`src/common/stream_pkg.sv`:
```
`default_nettype none

package stream_pkg;

  localparam int unsigned DW = 32;
  localparam int unsigned BW = DW / 8; // one strobe per byte

  // incoming data beat
  typedef struct packed {
    logic          valid;
    logic [DW-1:0] data;
    logic [BW-1:0] strb;
  } stream_beat_t;

  // write request towards the shared memory
  typedef struct packed {
    logic          req;
    logic [31:0]   addr; // word address
    logic [BW-1:0] be;
    logic [DW-1:0] data;
  } mem_req_t;

endpackage

`default_nettype wire

```
`src/common/sink_cfg_pkg.sv`:
```
`default_nettype none

package sink_cfg_pkg;

  // register map of the configuration bus
  typedef enum logic [2:0] {
    REG_BASE      = 3'd0,
    REG_D0_STRIDE = 3'd1,
    REG_D0_LEN    = 3'd2,
    REG_D1_STRIDE = 3'd3,
    REG_TOT_LEN   = 3'd4,
    REG_CTRL      = 3'd5,
    REG_STATUS    = 3'd6
  } reg_idx_e;

  // bit positions inside REG_STATUS
  localparam int unsigned STATUS_BUSY_BIT = 0;
  localparam int unsigned STATUS_DONE_BIT = 1;

  typedef struct packed {
    logic [31:0] base;
    logic [31:0] d0_stride; // step between words of one run
    logic [15:0] d0_len;    // words per run
    logic [31:0] d1_stride; // step between run starts
    logic [15:0] tot_len;   // writes per job
  } job_cfg_t;

  typedef enum logic [1:0] {
    ST_IDLE,
    ST_WORKING,
    ST_DRAIN
  } sink_state_e;

endpackage

`default_nettype wire
```
`src/design/sink_top.sv`:
```
`default_nettype none

module sink_top #(
  parameter int unsigned FIFO_DEPTH = 2
) (
  input  wire logic                     clk_i,
  input  wire logic                     rst_ni,
  input  wire logic                     cfg_req_i,
  input  wire logic                     cfg_we_i,
  input  wire logic [2:0]               cfg_addr_i,
  input  wire logic [31:0]              cfg_wdata_i,
  output logic                          cfg_ack_o,
  output logic [31:0]                   cfg_rdata_o,
  input  wire stream_pkg::stream_beat_t stream_i,
  output logic                          stream_ready_o,
  output stream_pkg::mem_req_t          mem_o,
  input  wire logic                     mem_gnt_i
);

  sink_cfg_pkg::job_cfg_t    cfg;
  sink_cfg_pkg::sink_state_e core_state;
  logic        start, core_done;
  logic [31:0] gen_addr, fifo_addr;
  logic        gen_valid, gen_ready;
  logic        fifo_valid, fifo_ready;

  sink_regs u_regs (
    .clk_i        ( clk_i       ),
    .rst_ni       ( rst_ni      ),
    .cfg_req_i    ( cfg_req_i   ),
    .cfg_we_i     ( cfg_we_i    ),
    .cfg_addr_i   ( cfg_addr_i  ),
    .cfg_wdata_i  ( cfg_wdata_i ),
    .cfg_ack_o    ( cfg_ack_o   ),
    .cfg_rdata_o  ( cfg_rdata_o ),
    .core_state_i ( core_state  ),
    .done_i       ( core_done   ),
    .cfg_o        ( cfg         ),
    .start_o      ( start       )
  );

  sink_addrgen u_addrgen (
    .clk_i        ( clk_i     ),
    .rst_ni       ( rst_ni    ),
    .start_i      ( start     ),
    .cfg_i        ( cfg       ),
    .addr_o       ( gen_addr  ),
    .addr_valid_o ( gen_valid ),
    .addr_ready_i ( gen_ready )
  );

  sink_addr_fifo #(
    .FIFO_DEPTH ( FIFO_DEPTH )
  ) u_addr_fifo (
    .clk_i        ( clk_i      ),
    .rst_ni       ( rst_ni     ),
    .push_data_i  ( gen_addr   ),
    .push_valid_i ( gen_valid  ),
    .push_ready_o ( gen_ready  ),
    .pop_data_o   ( fifo_addr  ),
    .pop_valid_o  ( fifo_valid ),
    .pop_ready_i  ( fifo_ready )
  );

  sink_core u_core (
    .clk_i          ( clk_i          ),
    .rst_ni         ( rst_ni         ),
    .start_i        ( start          ),
    .tot_len_i      ( cfg.tot_len    ),
    .stream_i       ( stream_i       ),
    .stream_ready_o ( stream_ready_o ),
    .addr_i         ( fifo_addr      ),
    .addr_valid_i   ( fifo_valid     ),
    .addr_ready_o   ( fifo_ready     ),
    .mem_o          ( mem_o          ),
    .mem_gnt_i      ( mem_gnt_i      ),
    .state_o        ( core_state     ),
    .done_o         ( core_done      )
  );

endmodule

`default_nettype wire

```
`src/sink/sink_core.sv`:
```
`default_nettype none

module sink_core (
  input  wire logic                      clk_i,
  input  wire logic                      rst_ni,
  input  wire logic                      start_i,
  input  wire logic [15:0]               tot_len_i,
  input  wire stream_pkg::stream_beat_t  stream_i,
  output logic                           stream_ready_o,
  input  wire logic [31:0]               addr_i,
  input  wire logic                      addr_valid_i,
  output logic                           addr_ready_o,
  output stream_pkg::mem_req_t           mem_o,
  input  wire logic                      mem_gnt_i,
  output sink_cfg_pkg::sink_state_e      state_o,
  output logic                           done_o
);

  sink_cfg_pkg::sink_state_e state_d, state_q;
  logic [15:0] cnt_q;   // granted writes of the current job
  logic        active;
  logic        fire;    // write completes this cycle
  logic        last;
  logic        done_d, done_q;

  assign active = (state_q != sink_cfg_pkg::ST_IDLE);
  assign fire   = mem_o.req & mem_gnt_i;
  assign last   = (cnt_q == tot_len_i - 16'd1);

  // memory port binding, beat and address go out together
  assign mem_o.req  = active & stream_i.valid & addr_valid_i;
  assign mem_o.addr = addr_i;
  assign mem_o.be   = stream_i.strb;
  assign mem_o.data = stream_i.data;

  assign stream_ready_o = ~stream_i.valid | fire;
  assign addr_ready_o   = fire; // pop the address with its beat

  always_comb begin
    state_d = state_q;
    done_d  = 1'b0;
    case (state_q)
      sink_cfg_pkg::ST_IDLE: begin
        if (start_i) begin
          if (tot_len_i == 16'd0) begin
            state_d = sink_cfg_pkg::ST_DRAIN; // empty job finishes at once
            done_d  = 1'b1;
          end else begin
            state_d = sink_cfg_pkg::ST_WORKING;
          end
        end
      end
      sink_cfg_pkg::ST_WORKING: begin
        if (fire && last) begin
          state_d = sink_cfg_pkg::ST_DRAIN;
          done_d  = 1'b1;
        end
      end
      sink_cfg_pkg::ST_DRAIN: state_d = sink_cfg_pkg::ST_IDLE;
      default: state_d = sink_cfg_pkg::ST_IDLE;
    endcase
  end

  always_ff @(posedge clk_i or negedge rst_ni) begin
    if (!rst_ni) begin
      state_q <= sink_cfg_pkg::ST_IDLE;
      cnt_q   <= '0;
      done_q  <= 1'b0;
    end else begin
      state_q <= state_d;
      done_q  <= done_d; // high during ST_DRAIN
      if (!active && start_i) cnt_q <= '0;
      else if (fire) cnt_q <= cnt_q + 16'd1;
    end
  end

  assign state_o = state_q;
  assign done_o  = done_q;

  // FIFO is empty whenever the core is idle, so no write can leak out
  a_no_req_idle: assert property (@(posedge clk_i) disable iff (!rst_ni)
    (state_q == sink_cfg_pkg::ST_IDLE) |-> !addr_valid_i && !mem_o.req);

endmodule

`default_nettype wire

```
`src/sink/sink_addr_fifo.sv`:
```
`default_nettype none

module sink_addr_fifo #(
  parameter int unsigned FIFO_DEPTH = 2
) (
  input  wire logic        clk_i,
  input  wire logic        rst_ni,
  input  wire logic [31:0] push_data_i,
  input  wire logic        push_valid_i,
  output logic             push_ready_o,
  output logic [31:0]      pop_data_o,
  output logic             pop_valid_o,
  input  wire logic        pop_ready_i
);

  localparam int unsigned PW = (FIFO_DEPTH > 1) ? $clog2(FIFO_DEPTH) : 1;
  localparam int unsigned CW = $clog2(FIFO_DEPTH + 1);

  logic [31:0]   mem_q [FIFO_DEPTH];
  logic [PW-1:0] wr_ptr_q, rd_ptr_q;
  logic [CW-1:0] count_q;
  logic          push, pop;

  assign push_ready_o = (count_q != CW'(FIFO_DEPTH));
  assign pop_valid_o  = (count_q != '0);
  assign push         = push_valid_i & push_ready_o;
  assign pop          = pop_valid_o & pop_ready_i;

  always_ff @(posedge clk_i or negedge rst_ni) begin
    if (!rst_ni) begin
      wr_ptr_q <= '0;
      rd_ptr_q <= '0;
      count_q  <= '0;
    end else begin
      if (push) wr_ptr_q <= (wr_ptr_q == PW'(FIFO_DEPTH - 1)) ? '0 : wr_ptr_q + 1'b1;
      if (pop)  rd_ptr_q <= (rd_ptr_q == PW'(FIFO_DEPTH - 1)) ? '0 : rd_ptr_q + 1'b1;
      count_q <= count_q + CW'(push) - CW'(pop);
    end
  end

  always_ff @(posedge clk_i) begin
    if (push) mem_q[wr_ptr_q] <= push_data_i;
  end

  assign pop_data_o = mem_q[rd_ptr_q];

  // generator keeps offering while full, nothing gets lost
  a_no_push_full: assert property (@(posedge clk_i) disable iff (!rst_ni)
    push_valid_i && !push_ready_o |=> push_valid_i);

  // core only takes an address when a write with it is granted
  a_no_pop_empty: assert property (@(posedge clk_i) disable iff (!rst_ni)
    pop_ready_i |-> pop_valid_o);

endmodule

`default_nettype wire

```
`src/sink/sink_addrgen.sv`:
```
`default_nettype none

module sink_addrgen (
  input  wire logic                   clk_i,
  input  wire logic                   rst_ni,
  input  wire logic                   start_i,
  input  wire sink_cfg_pkg::job_cfg_t cfg_i,
  output logic [31:0]                 addr_o,
  output logic                        addr_valid_o,
  input  wire logic                   addr_ready_i
);

  logic        valid_q;
  logic [15:0] inner_cnt_q; // position inside the current run
  logic [15:0] tot_cnt_q;   // addresses handed out so far
  logic [31:0] outer_q;     // start address of the current run
  logic [31:0] addr_q;
  logic        step;
  logic        last_inner;
  logic        last_total;

  assign step       = valid_q & addr_ready_i;
  assign last_inner = (inner_cnt_q == cfg_i.d0_len - 16'd1);
  assign last_total = (tot_cnt_q == cfg_i.tot_len - 16'd1);

  always_ff @(posedge clk_i or negedge rst_ni) begin
    if (!rst_ni) begin
      valid_q     <= 1'b0;
      inner_cnt_q <= '0;
      tot_cnt_q   <= '0;
      outer_q     <= '0;
      addr_q      <= '0;
    end else if (start_i) begin
      valid_q     <= (cfg_i.tot_len != 16'd0);
      inner_cnt_q <= '0;
      tot_cnt_q   <= '0;
      outer_q     <= cfg_i.base;
      addr_q      <= cfg_i.base;
    end else if (step) begin
      tot_cnt_q <= tot_cnt_q + 16'd1;
      if (last_total) begin
        valid_q <= 1'b0; // job fully generated
      end else if (last_inner) begin
        inner_cnt_q <= '0;
        outer_q     <= outer_q + cfg_i.d1_stride;
        addr_q      <= outer_q + cfg_i.d1_stride;
      end else begin
        inner_cnt_q <= inner_cnt_q + 16'd1;
        addr_q      <= addr_q + cfg_i.d0_stride;
      end
    end
  end

  assign addr_o       = addr_q;
  assign addr_valid_o = valid_q;

  // an offered address is held until the FIFO takes it
  a_addr_stable: assert property (@(posedge clk_i) disable iff (!rst_ni)
    addr_valid_o && !addr_ready_i |=> addr_valid_o && $stable(addr_o));

endmodule

`default_nettype wire

```
`src/design/sink_regs.sv`:
```
`default_nettype none

module sink_regs (
  input  wire logic                      clk_i,
  input  wire logic                      rst_ni,
  input  wire logic                      cfg_req_i,
  input  wire logic                      cfg_we_i,
  input  wire logic [2:0]                cfg_addr_i,
  input  wire logic [31:0]               cfg_wdata_i,
  output logic                           cfg_ack_o,
  output logic [31:0]                    cfg_rdata_o,
  input  wire sink_cfg_pkg::sink_state_e core_state_i,
  input  wire logic                      done_i,
  output sink_cfg_pkg::job_cfg_t         cfg_o,
  output logic                           start_o
);

  sink_cfg_pkg::job_cfg_t   cfg_q;
  sink_cfg_pkg::reg_idx_e   reg_idx;
  logic                     ack_q;
  logic                     access;
  logic                     busy;
  logic                     start_d, start_q;
  logic                     done_q;
  logic [31:0]              rdata_d, rdata_q;

  assign reg_idx = sink_cfg_pkg::reg_idx_e'(cfg_addr_i);
  assign access  = cfg_req_i & ~ack_q; // first cycle of a new request
  assign busy    = (core_state_i != sink_cfg_pkg::ST_IDLE);

  // a start while a job runs is dropped here already
  assign start_d = access & cfg_we_i & (reg_idx == sink_cfg_pkg::REG_CTRL) &
                   cfg_wdata_i[0] & ~busy;

  always_ff @(posedge clk_i or negedge rst_ni) begin
    if (!rst_ni) begin
      ack_q   <= 1'b0;
      start_q <= 1'b0;
      done_q  <= 1'b0;
      cfg_q   <= '0;
    end else begin
      if (access) ack_q <= 1'b1;
      else if (!cfg_req_i) ack_q <= 1'b0; // release one cycle after req drops
      start_q <= start_d;
      if (start_d) done_q <= 1'b0;
      else if (done_i) done_q <= 1'b1; // sticky until the next job
      if (access && cfg_we_i) begin
        case (reg_idx)
          sink_cfg_pkg::REG_BASE:      cfg_q.base      <= cfg_wdata_i;
          sink_cfg_pkg::REG_D0_STRIDE: cfg_q.d0_stride <= cfg_wdata_i;
          sink_cfg_pkg::REG_D0_LEN:    cfg_q.d0_len    <= cfg_wdata_i[15:0];
          sink_cfg_pkg::REG_D1_STRIDE: cfg_q.d1_stride <= cfg_wdata_i;
          sink_cfg_pkg::REG_TOT_LEN:   cfg_q.tot_len   <= cfg_wdata_i[15:0];
          default: ;
        endcase
      end
    end
  end

  always_comb begin
    rdata_d = '0;
    case (reg_idx)
      sink_cfg_pkg::REG_BASE:      rdata_d = cfg_q.base;
      sink_cfg_pkg::REG_D0_STRIDE: rdata_d = cfg_q.d0_stride;
      sink_cfg_pkg::REG_D0_LEN:    rdata_d = {16'b0, cfg_q.d0_len};
      sink_cfg_pkg::REG_D1_STRIDE: rdata_d = cfg_q.d1_stride;
      sink_cfg_pkg::REG_TOT_LEN:   rdata_d = {16'b0, cfg_q.tot_len};
      sink_cfg_pkg::REG_STATUS: begin
        rdata_d[sink_cfg_pkg::STATUS_BUSY_BIT] = busy;
        rdata_d[sink_cfg_pkg::STATUS_DONE_BIT] = done_q;
      end
      default: rdata_d = '0;
    endcase
  end

  // read data is sampled on the ack edge and held while ack is high
  always_ff @(posedge clk_i) begin
    if (access) rdata_q <= rdata_d;
  end

  assign cfg_ack_o   = ack_q;
  assign cfg_rdata_o = rdata_q;
  assign cfg_o       = cfg_q;
  assign start_o     = start_q;

endmodule

`default_nettype wire

```
`config.mk`:
```
export PLATFORM = sky130hd
export DESIGN_NAME = sink_top
export DESIGN_NICKNAME = d
export VERILOG_FILES = /design/src/common/stream_pkg.sv /design/src/common/sink_cfg_pkg.sv /design/src/design/sink_top.sv /design/src/sink/sink_core.sv /design/src/sink/sink_addr_fifo.sv /design/src/sink/sink_addrgen.sv /design/src/design/sink_regs.sv
export SDC_FILE = /design/constraint.sdc
export NUM_CORES = 1
export LEC_CHECK = 0
export ABC_AREA = 1
export ABC_CLOCK_PERIOD_IN_PS = 5600
export BUFFER_PORTS_ARGS = -buffer_cell sky130_fd_sc_hd__buf_2
export CORE_ASPECT_RATIO = 1.2
export CORE_UTILIZATION = 58
export DETAILED_ROUTE_END_ITERATION = 7
export PLACE_DENSITY = 0.9
export SYNTH_ARGS = -nofsm -noshare
export SYNTH_HDL_FRONTEND = slang
export SYNTH_SLANG_ARGS = --single-unit
```
`constraint.sdc`:
```
create_clock -name clk_i -period 5.6 [get_ports clk_i]
set_input_delay 0.84 -clock clk_i [delete_from_list [all_inputs] [get_ports clk_i]]
set_output_delay 0.84 -clock clk_i [all_outputs]
set_load 0.03 [all_outputs]
```
# Yosys cells after proc, flatten, opt, wreduce, memory -nomap -nowiden
# Memories as Yosys holds them, arrays and structs flattened.
# Cells that the tools add are included.
# totals
reg_bits,283
latchBits,0
ram_bits,64
rom_bits,0
in_bits,77
output_inout_bits,103
word_cells,122
mem_count,1
# mem_list
memory,words,word_bits,rd,rd_clocked_by_memory_dff,wr,line_no,source
u_addr_fifo.mem_q,2,32,1,0,1,sink_addr_fifo.sv:19,logic [31:0] mem_q [FIFO_DEPTH];
# classes
n_addsub,11
multipliers,0
div_mod_pow,0
n_lt_le_gt_ge,0
n_eq_ne,15
n_shift,0
n_mux,37
n_bitwise,14
n_reduce_logical,24
# op_table
cell,n
32-bit 2-to-1 mux,8
30-bit case mux with 5 select lines,1
16-bit 2-to-1 mux,8
32-bit adder,2
"16-bit by 1-bit adder with 16-bit output, second input constant",3
16-bit == test,3
"16-bit by 1-bit subtractor with 16-bit output, second input constant",2
16-bit logical NOT,1
2-bit AND reduction,8
16-bit nonzero test,1
1-bit 2-to-1 mux,14
2-bit nonzero test,7
2-bit case mux with 6 select lines,1
1-bit bitwise AND,10
"3-bit == test, second input constant",3
"3-bit by 2-bit == test with 1-bit output, second input constant",2
2-bit 2-to-1 mux,3
"2-bit != test, second input constant",3
"2-bit by 1-bit != test with 1-bit output, second input constant",2
2-bit case mux with 2 select lines,1
"3-bit by 1-bit == test with 1-bit output, second input constant",1
1-bit logical AND,3
3-bit logical NOT,1
1-bit NOT,3
9 further kinds,10

# Logic depth before layout (Yosys ltp)
# Gate-level depths: netlist of the first run.
# depth
word_depth,7
ltp_mapped,18
mapped_depth_nobuf,18

# Hierarchy
# A second synthesis of the first run with hierarchy kept.
# unflattened
hier_cells,3365
area_unflattened_um2,23373.7
# modules_own_cells
mod,n_inst,cells_per_inst,area_per_inst_um2,seq_area_each_um2
sink_addrgen,1,1992,11305.8,2427.3
sink_regs,1,830,7183.1,4239.1
sink_addr_fifo,1,199,2590.0,2021.9
sink_core,1,344,2294.7,475.5

# Worst setup path after synthesis of the first run
# Ideal clock, no wire load.
# synth_path
path_type,input-to-reg
startpoint,in cfg_req_i
endpoint,reg u_regs.cfg_q (netlist bit u_regs.cfg_o[78])
setup_ps,125
arrival_time_ps,3702
required_time_ps,5475
path_slack_ps,1773
path_stages,6
n_path_buf,1
path_cell_list,inv_1 -> nor2_1 -> nand2_1 -> nor2_1 -> clkbuf_1 -> mux2_2
# synth_between
elab_chain_len,3
# synth_lines
element,line_no,source
"start, declared",sink_top.sv:8,"input wire logic cfg_req_i,"
1-bit bitwise AND,sink_regs.sv:28,assign access = cfg_req_i & ~ack_q;
net u_regs.access,sink_regs.sv:21,logic access;
1-bit logical AND,sink_regs.sv:47,if (access && cfg_we_i) begin
2-bit AND reduction (no source line),n/a,
"end, declared",sink_regs.sv:18,sink_cfg_pkg::job_cfg_t cfg_q;
# The timed path passes the listed nets, and every way through them passes these cells.
# A chain may end at the register's enable or synchronous reset.

==> PnR_summary.wiki, run 1 <==
{| class="wikitable"
! Metric !! Value
|-
| Status || finished clean
|-
| Req. time, crit path || 4.76 ns
|-
| Post-synthesis instance area || around 0.022 sq mm
|-
| CP startpoint kind || flop
|-
| Number of antenna violations at the first check in global routing || 2
|-
| Post-detailed-placement half-perimeter wirelength || approximately 50 mm
|-
| Worst-Skew Late Latency || about 0.55 ns
|-
| Postcts setup bufs || 0
|-
| Vias in the first global route || a little over 20000
|-
| Largest net degree at the start of global routing || 127
|-
| Share of async-settable or async-resettable flops after synthesis || slightly above 70%
|-
| Measured slew at the worst slew-check pin || about 1.1 ns
|-
| Starting Density || slightly below 60%
|-
| Critical path buffer and inverter count || 3
|-
| CP top delay family || buffers and inverters
|-
| Category of the most critical setup path || flop to primary output
|-
| Total count of hold-check failures in the final report || 0
|-
| Top-level I/O count || 180
|-
| Cts-stage hold buffer count || 0
|-
| Critical path depth in cells || 5
|-
| Layout cell share with drive strength beyond 1 || 9.53%
|-
| # resized after CTS || 0
|-
| Clock skew after layout || around 0.027 ns
|-
| Sequential element share of the synthesized area || roughly two fifths
|-
| TritonCTS buffer count || 37
|-
| DRC violation total after the first TritonRoute iteration || between 2000 and 2500
|-
| Period Utilization, post-route || between 60% and 70%
|-
| # DRC || 0
|-
| Power, Total || 0.0106 W
|-
| Post-Route WL || 67.9 mm
|-
| Clock Root Buffer || sky130_fd_sc_hd__clkbuf_16
|-
| Maximum clock rate || around 270 MHz
|-
| Worst EP arrival || 2.83 ns
|-
| # setup viols final || 0
|-
| Growth of design area from synthesis to finish || 8.70%
|-
| Number of antenna-violating nets in the routed design || 0
|-
| Post-route setup slack || around 1.9 ns
|-
| Synthesis Warnings || 0
|-
| Diodes inserted || 0
|-
| Slack of the worst reg-to-reg path || around 2.2 ns
|-
| Worst-case reg-to-reg path depth || 15
|-
| Highest cell delay on the worst timing path || 0.94 ns
|-
| Post-synthesis area per instance || 7.31 sq um
|-
| Detailed-router iteration count before antenna repair || 8
|-
| Crit-path max FO || 33
|-
| Max-Cap Viols || 0
|-
| Most prevalent standard cell on the critical path || sky130_fd_sc_hd__nand2_1
|-
| Power Dens Cells || around 440 mW/mm^2
|-
| Average via count per standard cell || a little under 6
|-
| Instance count of the mapped netlist || around 3000
|-
| Vias || between 20000 and 25000
|-
| Flops & latches, synth || about 350
|-
| Top_reg_cell synth || sky130_fd_sc_hd__dfrtp_1
|-
| Peak supply drop || between 0.2 and 0.3 mV
|-
| Relative slew slack || 26.6%
|-
| Global router's overall resource usage || a little over a third
|-
| RSZ-0062 raised after global routing || no
|-
| Filler cell count || around 3200
|-
| Final Max Slew Viols || 0
|-
| Number of buffers on the longest clock path || 3
|-
| Clock transition at the registers of the reported paths || around 0.070 ns
|-
| CORE AREA || 0.0377 sq mm
|-
| Most common cell after layout, fill and taps aside || sky130_fd_sc_hd__nand2_1
|-
| CTS tree || yes
|-
| Cell breakdown of the critical path || buf_4 -> clkinv_1 -> nand2_1 -> nand2_1 -> buf_2
|-
| Die area || 0.0389 sq mm
|-
| Net count of the mapped netlist || roughly 3200
|-
| Final Net Count || 3215
|-
| Clock tree sinks || ~350
|-
| Crit path capture type || primary output
|-
| Worst setup path endpoint || mem_o[48]
|-
| Global placement routability congestion || approximately 1.0
|-
| IO Port Bufs || about 110
|-
| Std-Cell Rows || 78
|-
| Commonest cells after routing, fill and taps aside || 1057 x sky130_fd_sc_hd__nand2_1, 368 x sky130_fd_sc_hd__inv_1, 250 x sky130_fd_sc_hd__dfrtp_1
|-
| GR Overflow Total || 0
|-
| Cell at the slowest stage of the critical path || sky130_fd_sc_hd__clkinv_1
|-
| Setup crit start || u_addr_fifo.rd_ptr_q
|-
| Final total negative setup slack || 0 ns
|-
| Path type of the worst min-delay path || primary input to asynchronous set/reset pin
|-
| Die W || around 180 um
|-
| Maximum level of the CTS H-tree || 2
|-
| Static power due to leakage || approximately 12 nW
|-
| Worst slack at placement || 2.20 ns
|-
| Number of synthesized flops with an enable pin || 96
|-
| Wire length of the first global-routing pass || 107 mm
|-
| Distinct cell type count after synthesis || 54
|-
| Routed wirelength normalized by instance count || about 19 um
|-
| Die span in y || approximately 220 um
|-
| Minimum period implied by the final worst setup slack || approximately 3.7 ns
|-
| Critical R2R Launch || u_regs.cfg_o[48]
|-
| Worst R2R End || u_addrgen.outer_q[27]
|}
==> synth_stat cells, types with 41 or more instances <==
cell | instances | area share [%]
sky130_fd_sc_hd__a21oi_1 | 102 | 2.3
sky130_fd_sc_hd__buf_4 | 41 | 1.4
sky130_fd_sc_hd__clkbuf_1 | 56 | 0.95
sky130_fd_sc_hd__dfrtp_1 | 251 | 28
sky130_fd_sc_hd__edfxtp_1 | 96 | 13
sky130_fd_sc_hd__ha_1 | 69 | 3.9
sky130_fd_sc_hd__inv_1 | 369 | 6.3
sky130_fd_sc_hd__nand2_1 | 1057 | 18
sky130_fd_sc_hd__nand3_1 | 234 | 5.3
sky130_fd_sc_hd__nor2_1 | 230 | 3.9
sky130_fd_sc_hd__o21ai_0 | 160 | 3.6
sky130_fd_sc_hd__xor2_1 | 53 | 2.1
==> routing by layer <==
| metal | part of all wire, % | GRT usage [%] |
|---|---|---|
| met5 | 0.034 | 0 |
| met3 | 9.6 | 8.57 |
| met4 | 8.8 | 27.1 |
| met1 | 35 | 39.7 |
| met2 | 46 | 57.6 |
==> worst min path at each step <==
stage / start / depth (start not counted) / slack [ns] / to
final: rst_ni / 1 / 0.25 / u_addrgen.inner_cnt_q[8]
after global routing: rst_ni / 1 / 0.30 / u_addrgen.inner_cnt_q[8]
after global placement: u_addrgen.outer_q[6] / 2 / 0.46 / u_addrgen.outer_q[6]
after CTS: rst_ni / 1 / 0.29 / u_addrgen.inner_cnt_q[8]
after detailed placement: u_addrgen.outer_q[3] / 2 / 0.46 / u_addrgen.outer_q[3]
after floorplan: u_addrgen.outer_q[0] / 2 / 0.45 / u_addrgen.outer_q[0]
==> metrics by stage <==
stage               utilization, %  hold WS, ns  instances  cell area (sq um)
finish                        63.8        0.249       3575              24100
global route                  63.8        0.301       3575              24100
CTS                           63.8        0.292       3575              24100
detailed placement            60.4        0.463       3508              22800
global placement              60.4        0.460       3508              22800
floorplan                        -        0.446       3026              22100
==> worst register-to-register path, stage by stage (launching register included) <==
cell	delay, ns
sky130_fd_sc_hd__dfrtp_1	0.43
sky130_fd_sc_hd__inv_1	0.16
sky130_fd_sc_hd__ha_1	0.25
sky130_fd_sc_hd__nand2_1	0.18
sky130_fd_sc_hd__nor2_4	0.24
sky130_fd_sc_hd__nand4_1	0.11
sky130_fd_sc_hd__nand2_1	0.11
sky130_fd_sc_hd__nand2_1	0.07
sky130_fd_sc_hd__nor2_1	0.13
sky130_fd_sc_hd__nand3_2	0.07
sky130_fd_sc_hd__buf_4	0.26
sky130_fd_sc_hd__o21ai_4	0.17
sky130_fd_sc_hd__buf_4	0.37
sky130_fd_sc_hd__nand2_2	0.49
sky130_fd_sc_hd__nand2_1	0.19
sky130_fd_sc_hd__nand2_1	0.07
==> cell families (layout without fill, tap and decap cells) <==
family / count (synthesis) / count (layout) / share of synthesized area, %
and+or+nand+nor: 1678 / 1678 / 32.1
adders and majority gates: 71 / 71 / 4.08
muxes: 21 / 21 / 1.07
xor gates and xnor gates: 74 / 74 / 2.99
DFF: 347 / 347 / 41.4
buffers and inverters: 501 / 570 / 9.67
AOI/OAI and AO/OA: 334 / 334 / 8.62
==> flip-flops by register name, indices dropped and copies added, names as in the netlist, 2 cells and up <==
signal,cells
u_addrgen.outer_q,32
u_addrgen.tot_cnt_q,16
u_core.state_o,2
u_regs.cfg_rdata_o,32
u_regs.cfg_o,128
u_addrgen.addr_o,32
u_addr_fifo.mem_q,64
u_core.cnt_q,16
u_addr_fifo.count_q,2
u_addrgen.inner_cnt_q,16
==> area by class of cell <==
cell class / instances / area [sq um] / area share [%]
well taps: 480 / 601 / 2.50
inverters: 374 / 1410 / 5.85
clock buffers: 47 / 1040 / 4.31
repair buffers: 129 / 723 / 3.01
multi-input cells: 2178 / 10900 / 45.2
flip-flops and latches: 347 / 9170 / 38.1
clock inverters: 20 / 251 / 1.05
==> report_power, final <==
part / internal (W) / leakage, nW / switching, W
logic: 0.00137 / 7.55 / 0.00283
registers: 0.00319 / 4.05 / 0.000573
clock network: 0.00156 / 0.639 / 0.00108
total: 0.00612 / 12.2 / 0.00448
Power figures use the tool's default switching activity.
==> run 2, diff against run 1 <==
Settings changed: ABC_CLOCK_PERIOD_IN_PS 5600 to 3500.
Clock period 5.6 ns to 3.5 ns, I/O delays scaled along.
==> PnR_summary.wiki, run 2 (same netlist as run 1, synthesis figures left out) <==
{| class="wikitable"
! Metric !! Value
|-
| # resized after CTS || 0 (unchanged)
|-
| Cts-stage hold buffer count || 0 (unchanged)
|-
| Vias in the first global route || 20000 (-0.62%)
|-
| Total count of hold-check failures in the final report || 6 (+6)
|-
| Category of the most critical setup path || flop to flop
|-
| Number of antenna-violating nets in the routed design || 0 (unchanged)
|-
| Req. time, crit path || 3.93 ns (-0.83 ns)
|-
| Final Net Count || 3226 (+0.34%)
|-
| Starting Density || 58.7% (unchanged)
|-
| Number of buffers on the longest clock path || 3 (unchanged)
|-
| # DRC || 0 (unchanged)
|-
| Commonest cells after routing, fill and taps aside || 1057 x sky130_fd_sc_hd__nand2_1, 368 x sky130_fd_sc_hd__inv_1, 250 x sky130_fd_sc_hd__dfrtp_1
|-
| Slack of the worst reg-to-reg path || 0.53 ns (-1.64 ns)
|-
| CORE AREA || 0.0377 sq mm (unchanged)
|-
| Die area || 0.0389 sq mm (unchanged)
|-
| Power, Total || 0.0164 W (+55%)
|-
| TritonCTS buffer count || 36 (-2.7%)
|-
| Postcts setup bufs || 0 (unchanged)
|-
| Relative slew slack || 26.7% (+0.17 points)
|-
| GR Overflow Total || 0 (unchanged)
|-
| Clock transition at the registers of the reported paths || 0.07 ns (about the same)
|-
| Crit-path max FO || 32 (-3.0%)
|-
| Most prevalent standard cell on the critical path || sky130_fd_sc_hd__nand2_1
|-
| Finished layout cell area || 0.0240 sq mm (-0.25%)
|-
| DRC violation total after the first TritonRoute iteration || 2256 (+4.1%)
|-
| Global router's overall resource usage || 35.7% (+0.56 points)
|-
| Die span in y || 216 um (unchanged)
|-
| Peak supply drop || 0.431 mV (+48%)
|-
| Post-route setup slack || 0.530 ns (-1.40 ns)
|-
| Final Max Slew Viols || 0 (unchanged)
|-
| Average via count per standard cell || 5.87 (+0.54%)
|-
| Most common cell after layout, fill and taps aside || sky130_fd_sc_hd__nand2_1
|-
| GR Layer Usage met2 || 58.6% (+0.98 points)
|-
| Met3 Resource Use GR || 5.70% (-2.9 points)
|-
| Measured slew at the worst slew-check pin || 1.09 ns (-0.00723 ns)
|-
| Critical R2R Launch || u_regs.cfg_o[48]
|-
| Crit path capture type || flop
|-
| Worst-Skew Late Latency || 0.56 ns (about the same)
|-
| Highest cell delay on the worst timing path || 0.45 ns (-0.49 ns)
|-
| Top-level I/O count || 180 (unchanged)
|-
| GRT Max-Usage Layer || met2
|-
| Clock Root Buffer || sky130_fd_sc_hd__clkbuf_16
|-
| Maximum clock rate || approximately 340 MHz
|-
| Layout cell share with drive strength beyond 1 || 9.69% (+0.16 points)
|-
| Routed wirelength normalized by instance count || 19.4 um (+2.0%)
|-
| Vias || 21000 (+0.82%)
|-
| CTS tree || yes
|-
| Worst EP arrival || 3.40 ns (+0.57 ns)
|-
| Cell at the slowest stage of the critical path || sky130_fd_sc_hd__nand2_2
|-
| Global placement routability congestion || 1.01 (-0.70%)
|-
| Placed inst area || 0.0229 sq mm (+0.56%)
|-
| Die W || 180 um (unchanged)
|-
| Worst slack at placement || 0.662 ns (-1.54 ns)
|-
| Failing checks || hold timing
|-
| Post-detailed-placement half-perimeter wirelength || 51.4 mm (+2.5%)
|-
| Max-Cap Viols || 0 (unchanged)
|-
| IO Port Bufs || 107 (unchanged)
|-
| Post-Route WL || 69.5 mm (+2.3%)
|-
| Clock tree sinks || 347 (unchanged)
|-
| Clock skew after layout || 0.0160 ns (-0.0106 ns)
|-
| Wire length of the first global-routing pass || 108 mm (+1.2%)
|-
| Std-Cell Rows || 78 (unchanged)
|-
| Minimum period implied by the final worst setup slack || between 2 and 3 ns
|-
| RSZ-0062 raised after global routing || no
|-
| # setup viols final || 0 (unchanged)
|-
| Period Utilization, post-route || approximately 85%
|-
| Max FFs per register || 128 (unchanged)
|-
| Worst-case reg-to-reg path depth || 13 (-2)
|-
| Static power due to leakage || 12.2 nW (-0.26%)
|-
| CP startpoint kind || flop
|-
| Growth of design area from synthesis to finish || 8.43%
|-
| Cell breakdown of the critical path || inv_1 -> ha_1 -> nand2_1 -> nor2_4 -> nand4_1 -> nand2_1 -> nand2_1 -> nor2_1 -> nand3_2 -> o21ai_4 -> nand2_2 -> nand2_1 -> nand2_1
|-
| Power Dens Cells || 685 mW/mm^2 (+55%)
|-
| Met1 Use GR || 41.9% (+2.1 points)
|-
| Maximum level of the CTS H-tree || 2 (unchanged)
|-
| Worst-case hold slack || -0.0267 ns (-0.275 ns)
|-
| Final total negative setup slack || 0 ns (unchanged)
|-
| Number of antenna violations at the first check in global routing || 1 (-1)
|-
| Largest net degree at the start of global routing || 99 (-22%)
|-
| Diodes inserted || 0 (unchanged)
|-
| Detailed-router iteration count before antenna repair || 8 (unchanged)
|-
| Worst R2R End || u_addrgen.outer_q[16]
|-
| Path type of the worst min-delay path || primary input to asynchronous set/reset pin
|-
| Status || finished with violations
|}
-- run 2: power by group --
group / leakage (nW) / switching [W] / internal (W) / total [W]
combinational: 7.62 / 0.00449 / 0.00221 / 0.00670
sequential: 4.05 / 0.000905 / 0.00511 / 0.00601
clock: 0.539 / 0.00173 / 0.00198 / 0.00372
total: 12.2 / 0.00713 / 0.00930 / 0.0164
-- run 2: critical path: cells and delay by family (launching register included) --
family,cells,cell delay [ns]
simple gates,10,1.79
flops,1,0.41
compound gates,1,0.24
fa+ha+maj,1,0.23
buf+inv,1,0.14
-- run 2: metrics by stage --
stage,std cells,utilization [%],hold WS [ns]
CTS,3585,63.7,0.0466
finish,3585,63.7,-0.0267
global placement,3520,60.8,0.458
floorplan,3026,-,0.229
global route,3585,63.7,0.0486
detailed placement,3520,60.8,0.466
-- run 2: area by class of cell --
type	count	area [sq um]
clock inverters	18	139
flip-flops and latches	347	9170
well taps	480	601
multi-input cells	2178	10900
fillers	3299	13700
repair buffers	141	851
clock buffers	47	962
inverters	374	1410
-- run 2: worst max path at each step --
stage,startpoint,end,slack (ns)
finish,u_regs.cfg_o[48],u_addrgen.outer_q[16],0.53
global route,u_regs.cfg_o[48],u_addrgen.outer_q[8],0.27
CTS,u_regs.cfg_o[0],u_addrgen.inner_cnt_q[13],0.64
detailed placement,u_regs.cfg_o[0],u_addrgen.inner_cnt_q[8],0.66
global placement,cfg_addr_i[1],u_regs.cfg_rdata_o[0],0.65
floorplan,u_regs.cfg_ack_o,u_regs.cfg_o[78],0.63
-- run 2: metal layers --
layer / wire length [um] / vias to the layer above
li1: - / 9811
met1: 25100 / 9681
met2: 32000 / 1196
met3: 6050 / 351
met4: 6260 / 2
met5: 13 / -
